`src/hw/sdio_dc_params.svh`:
```
// SDIO data controller parameters
// Target counts, datapath widths and timing defaults shared by
// the package and the RTL blocks

`ifndef SDIO_DC_PARAMS_SVH
`define SDIO_DC_PARAMS_SVH

// CIA, functions 1 to 7 and memory
`define SDIO_DC_NUM_TGT        9
`define SDIO_DC_MEM_TGT        8

// Byte-mode count of 0 stands for this many bytes
`define SDIO_DC_DEFAULT_BYTES  512

// Idle cycles between read blocks
`define SDIO_DC_READ_COOLDOWN  400

`define SDIO_DC_ADDR_W         18
`define SDIO_DC_CNT_W          13
`define SDIO_DC_BSIZE_W        16

`endif
```
`src/hw/sdio_dc_pkg.sv`:
```
// SDIO data controller types
// Vector typedefs for the datapath and the state encodings of
// the transfer sequencer and the command byte port

`default_nettype none

`include "sdio_dc_params.svh"

package sdio_dc_pkg;
  typedef logic [7:0]                      byte_t;
  typedef logic [`SDIO_DC_ADDR_W-1:0]      sdio_addr_t;
  typedef logic [`SDIO_DC_CNT_W-1:0]       xfer_cnt_t;
  typedef logic [`SDIO_DC_BSIZE_W-1:0]     block_size_t;
  typedef logic [3:0]                      tgt_sel_t;
  typedef logic [`SDIO_DC_NUM_TGT-1:0]     tgt_vec_t;
  // Target lanes packed low to high by target index
  typedef logic [`SDIO_DC_NUM_TGT*8-1:0]   tgt_bytes_t;
  typedef logic [`SDIO_DC_NUM_TGT*`SDIO_DC_BSIZE_W-1:0] tgt_bsize_t;

  typedef enum logic [2:0] {
    XFER_IDLE, XFER_CONFIG, XFER_ACTIVE, XFER_WAIT_PHY, XFER_COOLDOWN, XFER_DONE
  } xfer_state_e;

  typedef enum logic [1:0] {BP_IDLE, BP_WRITE, BP_READ, BP_DONE} byte_port_state_e;
endpackage

`default_nettype wire

```
`src/hw/sdio_data_ctrl.sv`:
```
// SDIO data-path controller
// Connects the data PHY and the command layer's byte path to the
// CIA, functions 1 to 7 and memory, with a transfer sequencer for
// byte and block transfers

`timescale 1ns/1ps
`default_nettype none

module sdio_data_ctrl (
  input  wire                       clk,
  input  wire                       rst,
  input  wire                       i_write_flg,
  input  wire                       i_block_mode_flg,
  input  sdio_dc_pkg::xfer_cnt_t    i_data_cnt,
  input  wire                       i_inc_addr_flg,
  input  sdio_dc_pkg::sdio_addr_t   i_cmd_address,
  input  wire                       i_activate,
  input  wire                       i_cmd_bus_sel,
  input  wire                       i_mem_sel,
  input  sdio_dc_pkg::tgt_sel_t     i_func_sel,
  // Command bus
  input  sdio_dc_pkg::byte_t        i_cmd_wr_data,
  output sdio_dc_pkg::byte_t        o_cmd_rd_data,
  // Data PHY
  input  wire                       i_data_phy_wr_stb,
  input  sdio_dc_pkg::byte_t        i_data_phy_wr_data,
  output logic                      o_data_phy_rd_stb,
  output sdio_dc_pkg::byte_t        o_data_phy_rd_data,
  input  wire                       i_data_phy_hst_rdy,
  output logic                      o_data_phy_com_rdy,
  output logic                      o_data_phy_activate,
  input  wire                       i_data_phy_finished,
  // Targets, indexed by target number
  output sdio_dc_pkg::tgt_vec_t     o_tgt_wr_stb,
  output sdio_dc_pkg::tgt_bytes_t   o_tgt_wr_data,
  input  sdio_dc_pkg::tgt_vec_t     i_tgt_rd_stb,
  input  sdio_dc_pkg::tgt_bytes_t   i_tgt_rd_data,
  output sdio_dc_pkg::tgt_vec_t     o_tgt_hst_rdy,
  input  sdio_dc_pkg::tgt_vec_t     i_tgt_com_rdy,
  output sdio_dc_pkg::tgt_vec_t     o_tgt_activate,
  input  sdio_dc_pkg::tgt_bsize_t   i_tgt_block_size,
  // Status
  output logic                      o_data_bus_busy,
  output sdio_dc_pkg::xfer_cnt_t    o_total_data_cnt,
  output sdio_dc_pkg::sdio_addr_t   o_address,
  output logic                      o_finished
);

  logic                      cmd_wr_stb;
  logic                      cmd_hst_rdy;
  logic                      cmd_rd_stb;
  logic                      com_rdy;
  logic                      seq_rdy;
  logic                      phy_activate;
  logic                      xfer_stb;
  logic                      src_rdy;
  sdio_dc_pkg::block_size_t  block_size;

  sdio_func_router u_router (
    .i_cmd_bus_sel(i_cmd_bus_sel), .i_mem_sel(i_mem_sel), .i_func_sel(i_func_sel),
    .i_activate(i_activate), .i_cmd_wr_stb(cmd_wr_stb), .i_cmd_wr_data(i_cmd_wr_data),
    .i_cmd_hst_rdy(cmd_hst_rdy), .o_cmd_rd_stb(cmd_rd_stb), .o_cmd_rd_data(o_cmd_rd_data),
    .i_phy_wr_stb(i_data_phy_wr_stb), .i_phy_wr_data(i_data_phy_wr_data),
    .i_phy_hst_rdy(i_data_phy_hst_rdy), .i_phy_activate(phy_activate),
    .o_phy_rd_stb(o_data_phy_rd_stb), .o_phy_rd_data(o_data_phy_rd_data),
    .o_phy_com_rdy(o_data_phy_com_rdy), .o_phy_activate(o_data_phy_activate),
    .i_seq_rdy(seq_rdy), .o_tgt_wr_stb(o_tgt_wr_stb), .o_tgt_wr_data(o_tgt_wr_data),
    .i_tgt_rd_stb(i_tgt_rd_stb), .i_tgt_rd_data(i_tgt_rd_data),
    .o_tgt_hst_rdy(o_tgt_hst_rdy), .i_tgt_com_rdy(i_tgt_com_rdy),
    .o_tgt_activate(o_tgt_activate), .i_tgt_block_size(i_tgt_block_size),
    .o_xfer_stb(xfer_stb), .o_src_rdy(src_rdy), .o_com_rdy(com_rdy),
    .o_block_size(block_size)
  );

  sdio_xfer_seq u_seq (
    .clk(clk), .rst(rst), .i_activate(i_activate), .i_write_flg(i_write_flg),
    .i_block_mode_flg(i_block_mode_flg), .i_data_cnt(i_data_cnt),
    .i_inc_addr_flg(i_inc_addr_flg), .i_cmd_address(i_cmd_address),
    .i_src_rdy(src_rdy), .i_xfer_stb(xfer_stb), .i_block_size(block_size),
    .i_phy_finished(i_data_phy_finished), .o_seq_rdy(seq_rdy),
    .o_phy_activate(phy_activate), .o_busy(o_data_bus_busy),
    .o_total_data_cnt(o_total_data_cnt), .o_address(o_address), .o_finished(o_finished)
  );

  sdio_cmd_byte_port u_byte_port (
    .clk(clk), .rst(rst), .i_cmd_bus_sel(i_cmd_bus_sel), .i_activate(i_activate),
    .i_write_flg(i_write_flg), .i_com_rdy(com_rdy), .i_rd_stb(cmd_rd_stb),
    .o_wr_stb(cmd_wr_stb), .o_hst_rdy(cmd_hst_rdy)
  );

endmodule

`default_nettype wire

```
`src/hw/sdio_cmd_byte_port.sv`:
```
// SDIO command byte port
// Moves a single byte between the command layer and the selected
// target: one write strobe or one accepted read per activation

`timescale 1ns/1ps
`default_nettype none

module sdio_cmd_byte_port (
  input  wire   clk,
  input  wire   rst,
  input  wire   i_cmd_bus_sel,
  input  wire   i_activate,
  input  wire   i_write_flg,
  input  wire   i_com_rdy,
  input  wire   i_rd_stb,
  output logic  o_wr_stb,
  output logic  o_hst_rdy
);

  sdio_dc_pkg::byte_port_state_e  state;

  always_ff @(posedge clk) begin
    if (rst) begin
      state     <= sdio_dc_pkg::BP_IDLE;
      o_wr_stb  <= 1'b0;
      o_hst_rdy <= 1'b0;
    end else begin
      o_wr_stb <= 1'b0;
      case (state)
        sdio_dc_pkg::BP_IDLE: begin
          o_hst_rdy <= 1'b0;
          if (i_cmd_bus_sel && i_activate) begin
            o_hst_rdy <= 1'b1;
            state <= i_write_flg ? sdio_dc_pkg::BP_WRITE : sdio_dc_pkg::BP_READ;
          end
        end
        sdio_dc_pkg::BP_WRITE: begin
          if (i_com_rdy) begin
            o_wr_stb  <= 1'b1;
            o_hst_rdy <= 1'b0;
            state     <= sdio_dc_pkg::BP_DONE;
          end
        end
        // Host-ready held until the target hands over its byte
        sdio_dc_pkg::BP_READ: begin
          if (i_rd_stb) begin
            o_hst_rdy <= 1'b0;
            state     <= sdio_dc_pkg::BP_DONE;
          end
        end
        // DONE holds until activate drops
        default: o_hst_rdy <= 1'b0;
      endcase
      if (!i_activate) begin
        o_hst_rdy <= 1'b0;
        state     <= sdio_dc_pkg::BP_IDLE;
      end
    end
  end

  a_single_wr_stb: assert property (@(posedge clk) disable iff (rst)
    o_wr_stb |=> !o_wr_stb)
    else $error("ERR byte port: back to back write strobes");

endmodule

`default_nettype wire

```
`src/hw/sdio_xfer_seq.sv`:
```
// SDIO transfer sequencer
// Counts bytes of a byte-mode or block-mode transfer, steps the
// address, waits for the PHY between write blocks and holds off
// between read blocks for a fixed cooldown

`timescale 1ns/1ps
`default_nettype none

`include "sdio_dc_params.svh"

module sdio_xfer_seq #(
  parameter int READ_COOLDOWN = `SDIO_DC_READ_COOLDOWN
) (
  input  wire                       clk,
  input  wire                       rst,
  input  wire                       i_activate,
  input  wire                       i_write_flg,
  input  wire                       i_block_mode_flg,
  input  sdio_dc_pkg::xfer_cnt_t    i_data_cnt,
  input  wire                       i_inc_addr_flg,
  input  sdio_dc_pkg::sdio_addr_t   i_cmd_address,
  input  wire                       i_src_rdy,
  input  wire                       i_xfer_stb,
  input  sdio_dc_pkg::block_size_t  i_block_size,
  input  wire                       i_phy_finished,
  output logic                      o_seq_rdy,
  output logic                      o_phy_activate,
  output logic                      o_busy,
  output sdio_dc_pkg::xfer_cnt_t    o_total_data_cnt,
  output sdio_dc_pkg::sdio_addr_t   o_address,
  output logic                      o_finished
);

  localparam int CD_W = $clog2(READ_COOLDOWN + 1);

  sdio_dc_pkg::xfer_state_e  state;
  sdio_dc_pkg::xfer_cnt_t    byte_cnt;
  sdio_dc_pkg::xfer_cnt_t    blk_cnt;
  sdio_dc_pkg::xfer_cnt_t    blk_total;
  logic                      continuous;
  logic [CD_W-1:0]           cd_cnt;
  logic                      last_blk;

  assign o_busy   = (state == sdio_dc_pkg::XFER_ACTIVE);
  // Continuous block transfers run until activate drops
  assign last_blk = !continuous && (blk_cnt >= blk_total);

  always_ff @(posedge clk) begin
    if (rst) begin
      state            <= sdio_dc_pkg::XFER_IDLE;
      o_seq_rdy        <= 1'b0;
      o_phy_activate   <= 1'b0;
      o_finished       <= 1'b0;
      o_total_data_cnt <= '0;
      byte_cnt         <= '0;
      blk_cnt          <= '0;
      continuous       <= 1'b0;
    end else begin
      case (state)
        sdio_dc_pkg::XFER_IDLE: begin
          o_seq_rdy        <= 1'b0;
          o_phy_activate   <= 1'b0;
          o_finished       <= 1'b0;
          o_total_data_cnt <= '0;
          byte_cnt         <= '0;
          blk_cnt          <= '0;
          blk_total        <= i_data_cnt;
          continuous       <= i_block_mode_flg && (i_data_cnt == '0);
          o_address        <= i_cmd_address;
          if (i_activate) begin
            state <= sdio_dc_pkg::XFER_CONFIG;
          end
        end
        sdio_dc_pkg::XFER_CONFIG: begin
          byte_cnt <= '0;
          if (i_block_mode_flg) begin
            o_total_data_cnt <= i_block_size[`SDIO_DC_CNT_W-1:0];
            if (!continuous) begin
              blk_cnt <= blk_cnt + 1'b1;
            end
          end else if (i_data_cnt == '0) begin
            o_total_data_cnt <= sdio_dc_pkg::xfer_cnt_t'(`SDIO_DC_DEFAULT_BYTES);
          end else begin
            o_total_data_cnt <= i_data_cnt;
          end
          state <= sdio_dc_pkg::XFER_ACTIVE;
        end
        sdio_dc_pkg::XFER_ACTIVE: begin
          o_phy_activate <= 1'b1;
          if (byte_cnt == o_total_data_cnt) begin
            o_seq_rdy <= 1'b0;
            if (!i_block_mode_flg) begin
              o_phy_activate <= 1'b0;
              state          <= sdio_dc_pkg::XFER_DONE;
            end else if (i_write_flg) begin
              state <= sdio_dc_pkg::XFER_WAIT_PHY;
            end else begin
              // PHY released for the cooldown
              o_phy_activate <= 1'b0;
              cd_cnt         <= '0;
              state          <= sdio_dc_pkg::XFER_COOLDOWN;
            end
          end else if (i_src_rdy) begin
            o_seq_rdy <= 1'b1;
            if (i_xfer_stb) begin
              byte_cnt <= byte_cnt + 1'b1;
              if (i_inc_addr_flg) begin
                o_address <= o_address + 1'b1;
              end
              // Drop ready with the last byte so no extra strobe follows
              if (byte_cnt + 1'b1 == o_total_data_cnt) begin
                o_seq_rdy <= 1'b0;
              end
            end
          end
        end
        sdio_dc_pkg::XFER_WAIT_PHY: begin
          if (i_phy_finished) begin
            o_phy_activate <= 1'b0;
            state <= last_blk ? sdio_dc_pkg::XFER_DONE : sdio_dc_pkg::XFER_CONFIG;
          end
        end
        sdio_dc_pkg::XFER_COOLDOWN: begin
          if (cd_cnt == CD_W'(READ_COOLDOWN - 1)) begin
            state <= last_blk ? sdio_dc_pkg::XFER_DONE : sdio_dc_pkg::XFER_CONFIG;
          end else begin
            cd_cnt <= cd_cnt + 1'b1;
          end
        end
        sdio_dc_pkg::XFER_DONE: begin
          o_phy_activate <= 1'b0;
          o_finished     <= 1'b1;
        end
        default: state <= sdio_dc_pkg::XFER_IDLE;
      endcase

      // Cancel or end of transfer
      if (!i_activate) begin
        state          <= sdio_dc_pkg::XFER_IDLE;
        o_seq_rdy      <= 1'b0;
        o_phy_activate <= 1'b0;
        o_finished     <= 1'b0;
      end
    end
  end

  a_finished_in_done: assert property (@(posedge clk) disable iff (rst)
    o_finished |-> state == sdio_dc_pkg::XFER_DONE)
    else $error("ERR seq: finished outside DONE");

  a_cnt_in_range: assert property (@(posedge clk) disable iff (rst)
    byte_cnt <= o_total_data_cnt)
    else $error("ERR seq: byte count above total");

endmodule

`default_nettype wire

```
`src/hw/sdio_func_router.sv`:
```
// SDIO function router
// Decodes the selected target and steers write bytes, ready and
// activate from the active source (PHY or command byte port) to it,
// and its read bytes, ready and block size back to that source

`timescale 1ns/1ps
`default_nettype none

`include "sdio_dc_params.svh"

module sdio_func_router (
  input  wire                       i_cmd_bus_sel,
  input  wire                       i_mem_sel,
  input  sdio_dc_pkg::tgt_sel_t     i_func_sel,
  input  wire                       i_activate,
  input  wire                       i_cmd_wr_stb,
  input  sdio_dc_pkg::byte_t        i_cmd_wr_data,
  input  wire                       i_cmd_hst_rdy,
  output logic                      o_cmd_rd_stb,
  output sdio_dc_pkg::byte_t        o_cmd_rd_data,
  input  wire                       i_phy_wr_stb,
  input  sdio_dc_pkg::byte_t        i_phy_wr_data,
  input  wire                       i_phy_hst_rdy,
  input  wire                       i_phy_activate,
  output logic                      o_phy_rd_stb,
  output sdio_dc_pkg::byte_t        o_phy_rd_data,
  output logic                      o_phy_com_rdy,
  output logic                      o_phy_activate,
  input  wire                       i_seq_rdy,
  output sdio_dc_pkg::tgt_vec_t     o_tgt_wr_stb,
  output sdio_dc_pkg::tgt_bytes_t   o_tgt_wr_data,
  input  sdio_dc_pkg::tgt_vec_t     i_tgt_rd_stb,
  input  sdio_dc_pkg::tgt_bytes_t   i_tgt_rd_data,
  output sdio_dc_pkg::tgt_vec_t     o_tgt_hst_rdy,
  input  sdio_dc_pkg::tgt_vec_t     i_tgt_com_rdy,
  output sdio_dc_pkg::tgt_vec_t     o_tgt_activate,
  input  sdio_dc_pkg::tgt_bsize_t   i_tgt_block_size,
  output logic                      o_xfer_stb,
  output logic                      o_src_rdy,
  output logic                      o_com_rdy,
  output sdio_dc_pkg::block_size_t  o_block_size
);

  sdio_dc_pkg::tgt_sel_t  tgt_sel;
  logic                   tgt_valid;
  logic                   wr_stb;
  sdio_dc_pkg::byte_t     wr_data;
  logic                   hst_rdy;
  logic                   activate;
  logic                   rd_stb;
  sdio_dc_pkg::byte_t     rd_data;

  // Memory overrides the function number; 8 and up alone selects nothing
  assign tgt_sel   = i_mem_sel ? 4'(`SDIO_DC_MEM_TGT) : i_func_sel;
  assign tgt_valid = i_mem_sel || (i_func_sel < 4'(`SDIO_DC_MEM_TGT));

  // Source side
  assign wr_stb   = i_cmd_bus_sel ? i_cmd_wr_stb  : i_phy_wr_stb;
  assign wr_data  = i_cmd_bus_sel ? i_cmd_wr_data : i_phy_wr_data;
  assign activate = i_cmd_bus_sel ? i_activate    : i_phy_activate;
  // Byte port gates host-ready in command mode
  assign hst_rdy  = i_seq_rdy & (~i_cmd_bus_sel | i_cmd_hst_rdy);

  always_comb begin
    o_tgt_wr_stb   = '0;
    o_tgt_wr_data  = '0;
    o_tgt_hst_rdy  = '0;
    o_tgt_activate = '0;
    rd_stb         = 1'b0;
    rd_data        = '0;
    o_com_rdy      = 1'b0;
    o_block_size   = '0;
    if (tgt_valid) begin
      o_tgt_wr_stb[tgt_sel]        = wr_stb;
      o_tgt_wr_data[tgt_sel*8 +: 8] = wr_data;
      o_tgt_hst_rdy[tgt_sel]       = hst_rdy;
      o_tgt_activate[tgt_sel]      = activate;
      rd_stb                       = i_tgt_rd_stb[tgt_sel];
      rd_data                      = i_tgt_rd_data[tgt_sel*8 +: 8];
      o_com_rdy                    = i_tgt_com_rdy[tgt_sel] & i_seq_rdy;
      o_block_size = i_tgt_block_size[tgt_sel*`SDIO_DC_BSIZE_W +: `SDIO_DC_BSIZE_W];
    end
  end

  // Return side, PHY silent in command mode
  assign o_cmd_rd_stb   = i_cmd_bus_sel ? rd_stb  : 1'b0;
  assign o_cmd_rd_data  = i_cmd_bus_sel ? rd_data : 8'h00;
  assign o_phy_rd_stb   = i_cmd_bus_sel ? 1'b0    : rd_stb;
  assign o_phy_rd_data  = i_cmd_bus_sel ? 8'h00   : rd_data;
  assign o_phy_com_rdy  = i_cmd_bus_sel ? 1'b0    : o_com_rdy;
  assign o_phy_activate = i_cmd_bus_sel ? 1'b0    : i_phy_activate;

  assign o_xfer_stb = wr_stb | rd_stb;
  assign o_src_rdy  = i_cmd_bus_sel | i_phy_hst_rdy;

  always_comb begin
    assert ($onehot0(o_tgt_wr_stb))
      else $error("ERR router: more than one target write strobe");
  end

endmodule

`default_nettype wire

```
`config.mk`:
```
export PLATFORM = sky130hd
export DESIGN_NAME = sdio_data_ctrl
export DESIGN_NICKNAME = d
export VERILOG_FILES = /design/src/hw/sdio_dc_pkg.sv /design/src/hw/sdio_data_ctrl.sv /design/src/hw/sdio_cmd_byte_port.sv /design/src/hw/sdio_xfer_seq.sv /design/src/hw/sdio_func_router.sv
export VERILOG_INCLUDE_DIRS = /design/src /design/src/hw
export SDC_FILE = /design/constraint.sdc
export NUM_CORES = 1
export LEC_CHECK = 0
export ABC_AREA = 1
export BUFFER_PORTS_ARGS = -buffer_cell sky130_fd_sc_hd__buf_2
export CAP_MARGIN = 25
export CORE_AREA = 2 2 173 175
export CTS_CLUSTER_SIZE = 8
export DETAILED_ROUTE_END_ITERATION = 12
export DIE_AREA = 0 0 175 177
export SLEW_MARGIN = 20
export SYNTH_ARGS = -nofsm -noshare
export SYNTH_HDL_FRONTEND = slang
export SYNTH_SLANG_ARGS = --single-unit
```
`constraint.sdc`:
```
create_clock -name clk -period 3.4 [get_ports clk]
set_input_delay 0.34 -clock clk [delete_from_list [all_inputs] [get_ports clk]]
set_output_delay 0.34 -clock clk [all_outputs]
set_load 0.02 [all_outputs]
```
==> out/qor.csv <==
metric,value,unit
worstHoldPathType,in -> reg,
fin_nets,2100,
p_sw,1.252,mW
path_cells,buf_2 > inv_8 > nand2_8 > ha_1 > inv_1 > nor3_2 > nand4_1 > nor2_1 > buf_2,
grt_max_degree,47,
h-tree-depth,3,
reg2reg_from,u_seq.byte_cnt[5],
tritoncts,yes,
die_h,177,um
switching_share,36.71,%
grt_pass1_vias,9869,
routabilityCongestion,0.9383,
crit_family,simple AND/OR/NAND/NOR gates,
final-instance-count-excl-fill,2181,
power_density,304.2,nW/um2
dp.cells,2156,
reg2reg_slack,1.21,ns
clk_pin_slew,0.07,ns
cp-end-kind,output port,
seqCellArea,2202,um2
yosysMostFrequentCell,nand2_1,
vdd_ir_drop_max,0.0002074,V
slew_violations,0,
drv_cap,0,
path_class,in -> out,
clockBufferDepth,2,
place_hpwl,29980,um
clock_power_share,31.0,%
io_buffers,419,
ys_top_cells_by_area,"nand2_1 19%, edfxtp_1 14%, dfxtp_1 12%, nor2_1 9.2%, a21oi_1 7.7%",
min_from,i_data_cnt[0],
slew_headroom,45.04,%
yosys-top-cells-count,"430 x nand2_1, 207 x nor2_1, 130 x a21oi_1",
finalSetupViolCount,0,
grt_first_pass_wirelength,54090,um
synth_ff_type,dfxtp_1,
rsz0062_at_grt,no,
crit_path_max_fanout,15,
yosys.area.top_type,nand2_1,
die_x,175,um
nFillCells,3176,
syn_nets,1710,
hold_buffers,0,
cts_resized,0,
drt_iter0_markers,762,
track_usage,22.43,%
clock_latency,0.36,ns
syn_avg_cell_area,6.091,um2
syn_area,8454,um2
cts-buffers-inserted,9,
area_delta_synth_final,32.59,%
p_leak,5.503,nW
finClkSkew,0.01269,ns
holdWs,0.1933,ns
antenna_found_initial,9,
p_int,2.158,mW
reg2reg_to,u_seq.o_address[10],
num_io_pins,447,
ant_nets,0,
multi_input_area,5469,um2
seq_power_share,37.1,%
drive_gt1_share,28.55,%
worst_pin_slew,0.8157,ns
wl,36410,um
cts.sinks,90,
path_buf_inv,4,
r2r_cells,8,
startpoint_type,primary input,
dieArea,30980,um2
synth_top_area_share,19.09,%
arrival,2.54,ns
ys_seq_area_share,26.05,%
setup_tns,0,ns
vias,10740,
netlist-cell-type-count,46,
hold_viol_final,0,
holdPathEnd,u_seq.blk_total[0],
required,3.06,ns
via_per_inst,4.923,
status,"finished, final reports clean",
yosys_warnings,0,
synth-seq-cells,90,
first_pass_iters,5,
synth-edff-count,40,
combPwrFrac,31.9,%
post_cts_buffers,0,
timing.fmax,346.9,MHz
period_share,84.78,%
period_needed,2.883,ns
start_util,28.91,%
hold_depth,1,
row_count,63,
cts-root-buf,clkbuf_16,
worst_path_largest_cell_delay,0.53,ns
fp.coreArea,29240,um2
cpMostUsedCell,buf_2,
drc,0,
syn-instance-count,1388,
ys_async_sr_fraction,0,%
grt-ovfl-total,0,
slowest_stage,ha_1,
avgRoutedWirePerCell,16.70,um
## power groups by stage
stage | clock, mW | combinational [mW] | sequential, mW
2_1_floorplan | 0 | 0.655 | 1.31
3_3_place_gp | 0 | 1.07 | 1.29
3_5_place_dp | 0 | 1.08 | 1.29
4_1_cts | 1.09 | 1.09 | 1.27
5_1_grt | 1.13 | 1.21 | 1.27
6_report | 1.06 | 1.09 | 1.27
## routing by layer
metal	part of all wire, %	up-vias	GRT usage [%]
met5	0.049	-	0
met4	4.2	4	10.28
met3	5.0	74	2.513
met2	51	381	40.91
met1	40	4923	26.32
li1	-	5354	-
## worst max-delay path by stage
stage	cells after the start	start	slack, ns	end
5_1_grt	9	i_mem_sel	0.30	o_tgt_wr_data[0]
2_1_floorplan	13	i_mem_sel	0.32	u_seq.o_address[0]
6_report	9	i_mem_sel	0.52	o_tgt_wr_data[38]
4_1_cts	9	i_mem_sel	0.54	o_tgt_wr_data[67]
3_5_place_dp	9	i_mem_sel	0.55	o_tgt_wr_data[67]
3_3_place_gp	9	i_mem_sel	0.60	o_tgt_wr_data[35]
## final cells by class
cell class | instances | share of cell area (%)
clock inverter | 6 | 0.5804
inverter | 118 | 4.041
clock buffer | 10 | 2.232
timing repair buffer | 441 | 20.18
antenna | 8 | 0.1786
sequential | 90 | 19.65
tap | 390 | 4.353
multi-input combinational | 1118 | 48.79
## cells by family after synthesis
logic type / Yosys count / share of synthesized area (%)
AOI/OAI and AO/OA: 247 / 17.03
DFF: 90 / 26.05
xor gates and xnor gates: 24 / 2.575
buffers and inverters: 180 / 9.353
adders and majority gates: 26 / 3.848
and+or+nand+nor: 821 / 41.14
## cells in the final DEF, fill, tap and decap left out, types with 40 or more instances in the layout
cell,count
a21oi_1,130
buf_2,419
dfxtp_1,50
edfxtp_1,40
inv_1,111
nand2_1,430
nand3_1,95
nor2_1,206
o21ai_0,48
## worst reg2reg max path: cells and delay by family (launching register included)
kind                   cells  cell delay (ns)
flip-flops                 1             0.58
XOR/XNOR                   1             0.17
buffers and inverters      1             0.22
AND/OR/NAND/NOR            6             0.95
## through the flow
step / util [%] / instance area [um2] / setup WS, ns / power, mW
after detailed placement: 37.16 / 10870 / 0.5465 / 2.376
after global placement: 37.16 / 10870 / 0.6021 / 2.362
after CTS: 38.24 / 11180 / 0.5428 / 3.442
after global routing: 38.31 / 11200 / 0.3049 / 3.611
after floorplan: - / 8454 / 0.3187 / 1.961
final: 38.33 / 11210 / 0.5174 / 3.410
## state kept, by name (all words and copies together) (netlist names), 2 cells and up
name                    flops
u_seq.byte_cnt             13
u_seq.cd_cnt                9
u_seq.o_total_data_cnt     13
u_seq.blk_total            13
u_byte_port.state           2
u_seq.blk_cnt              13
u_seq.o_address            18
u_seq.state                 3
No activity file was read; power rests on OpenSTA's default activity.
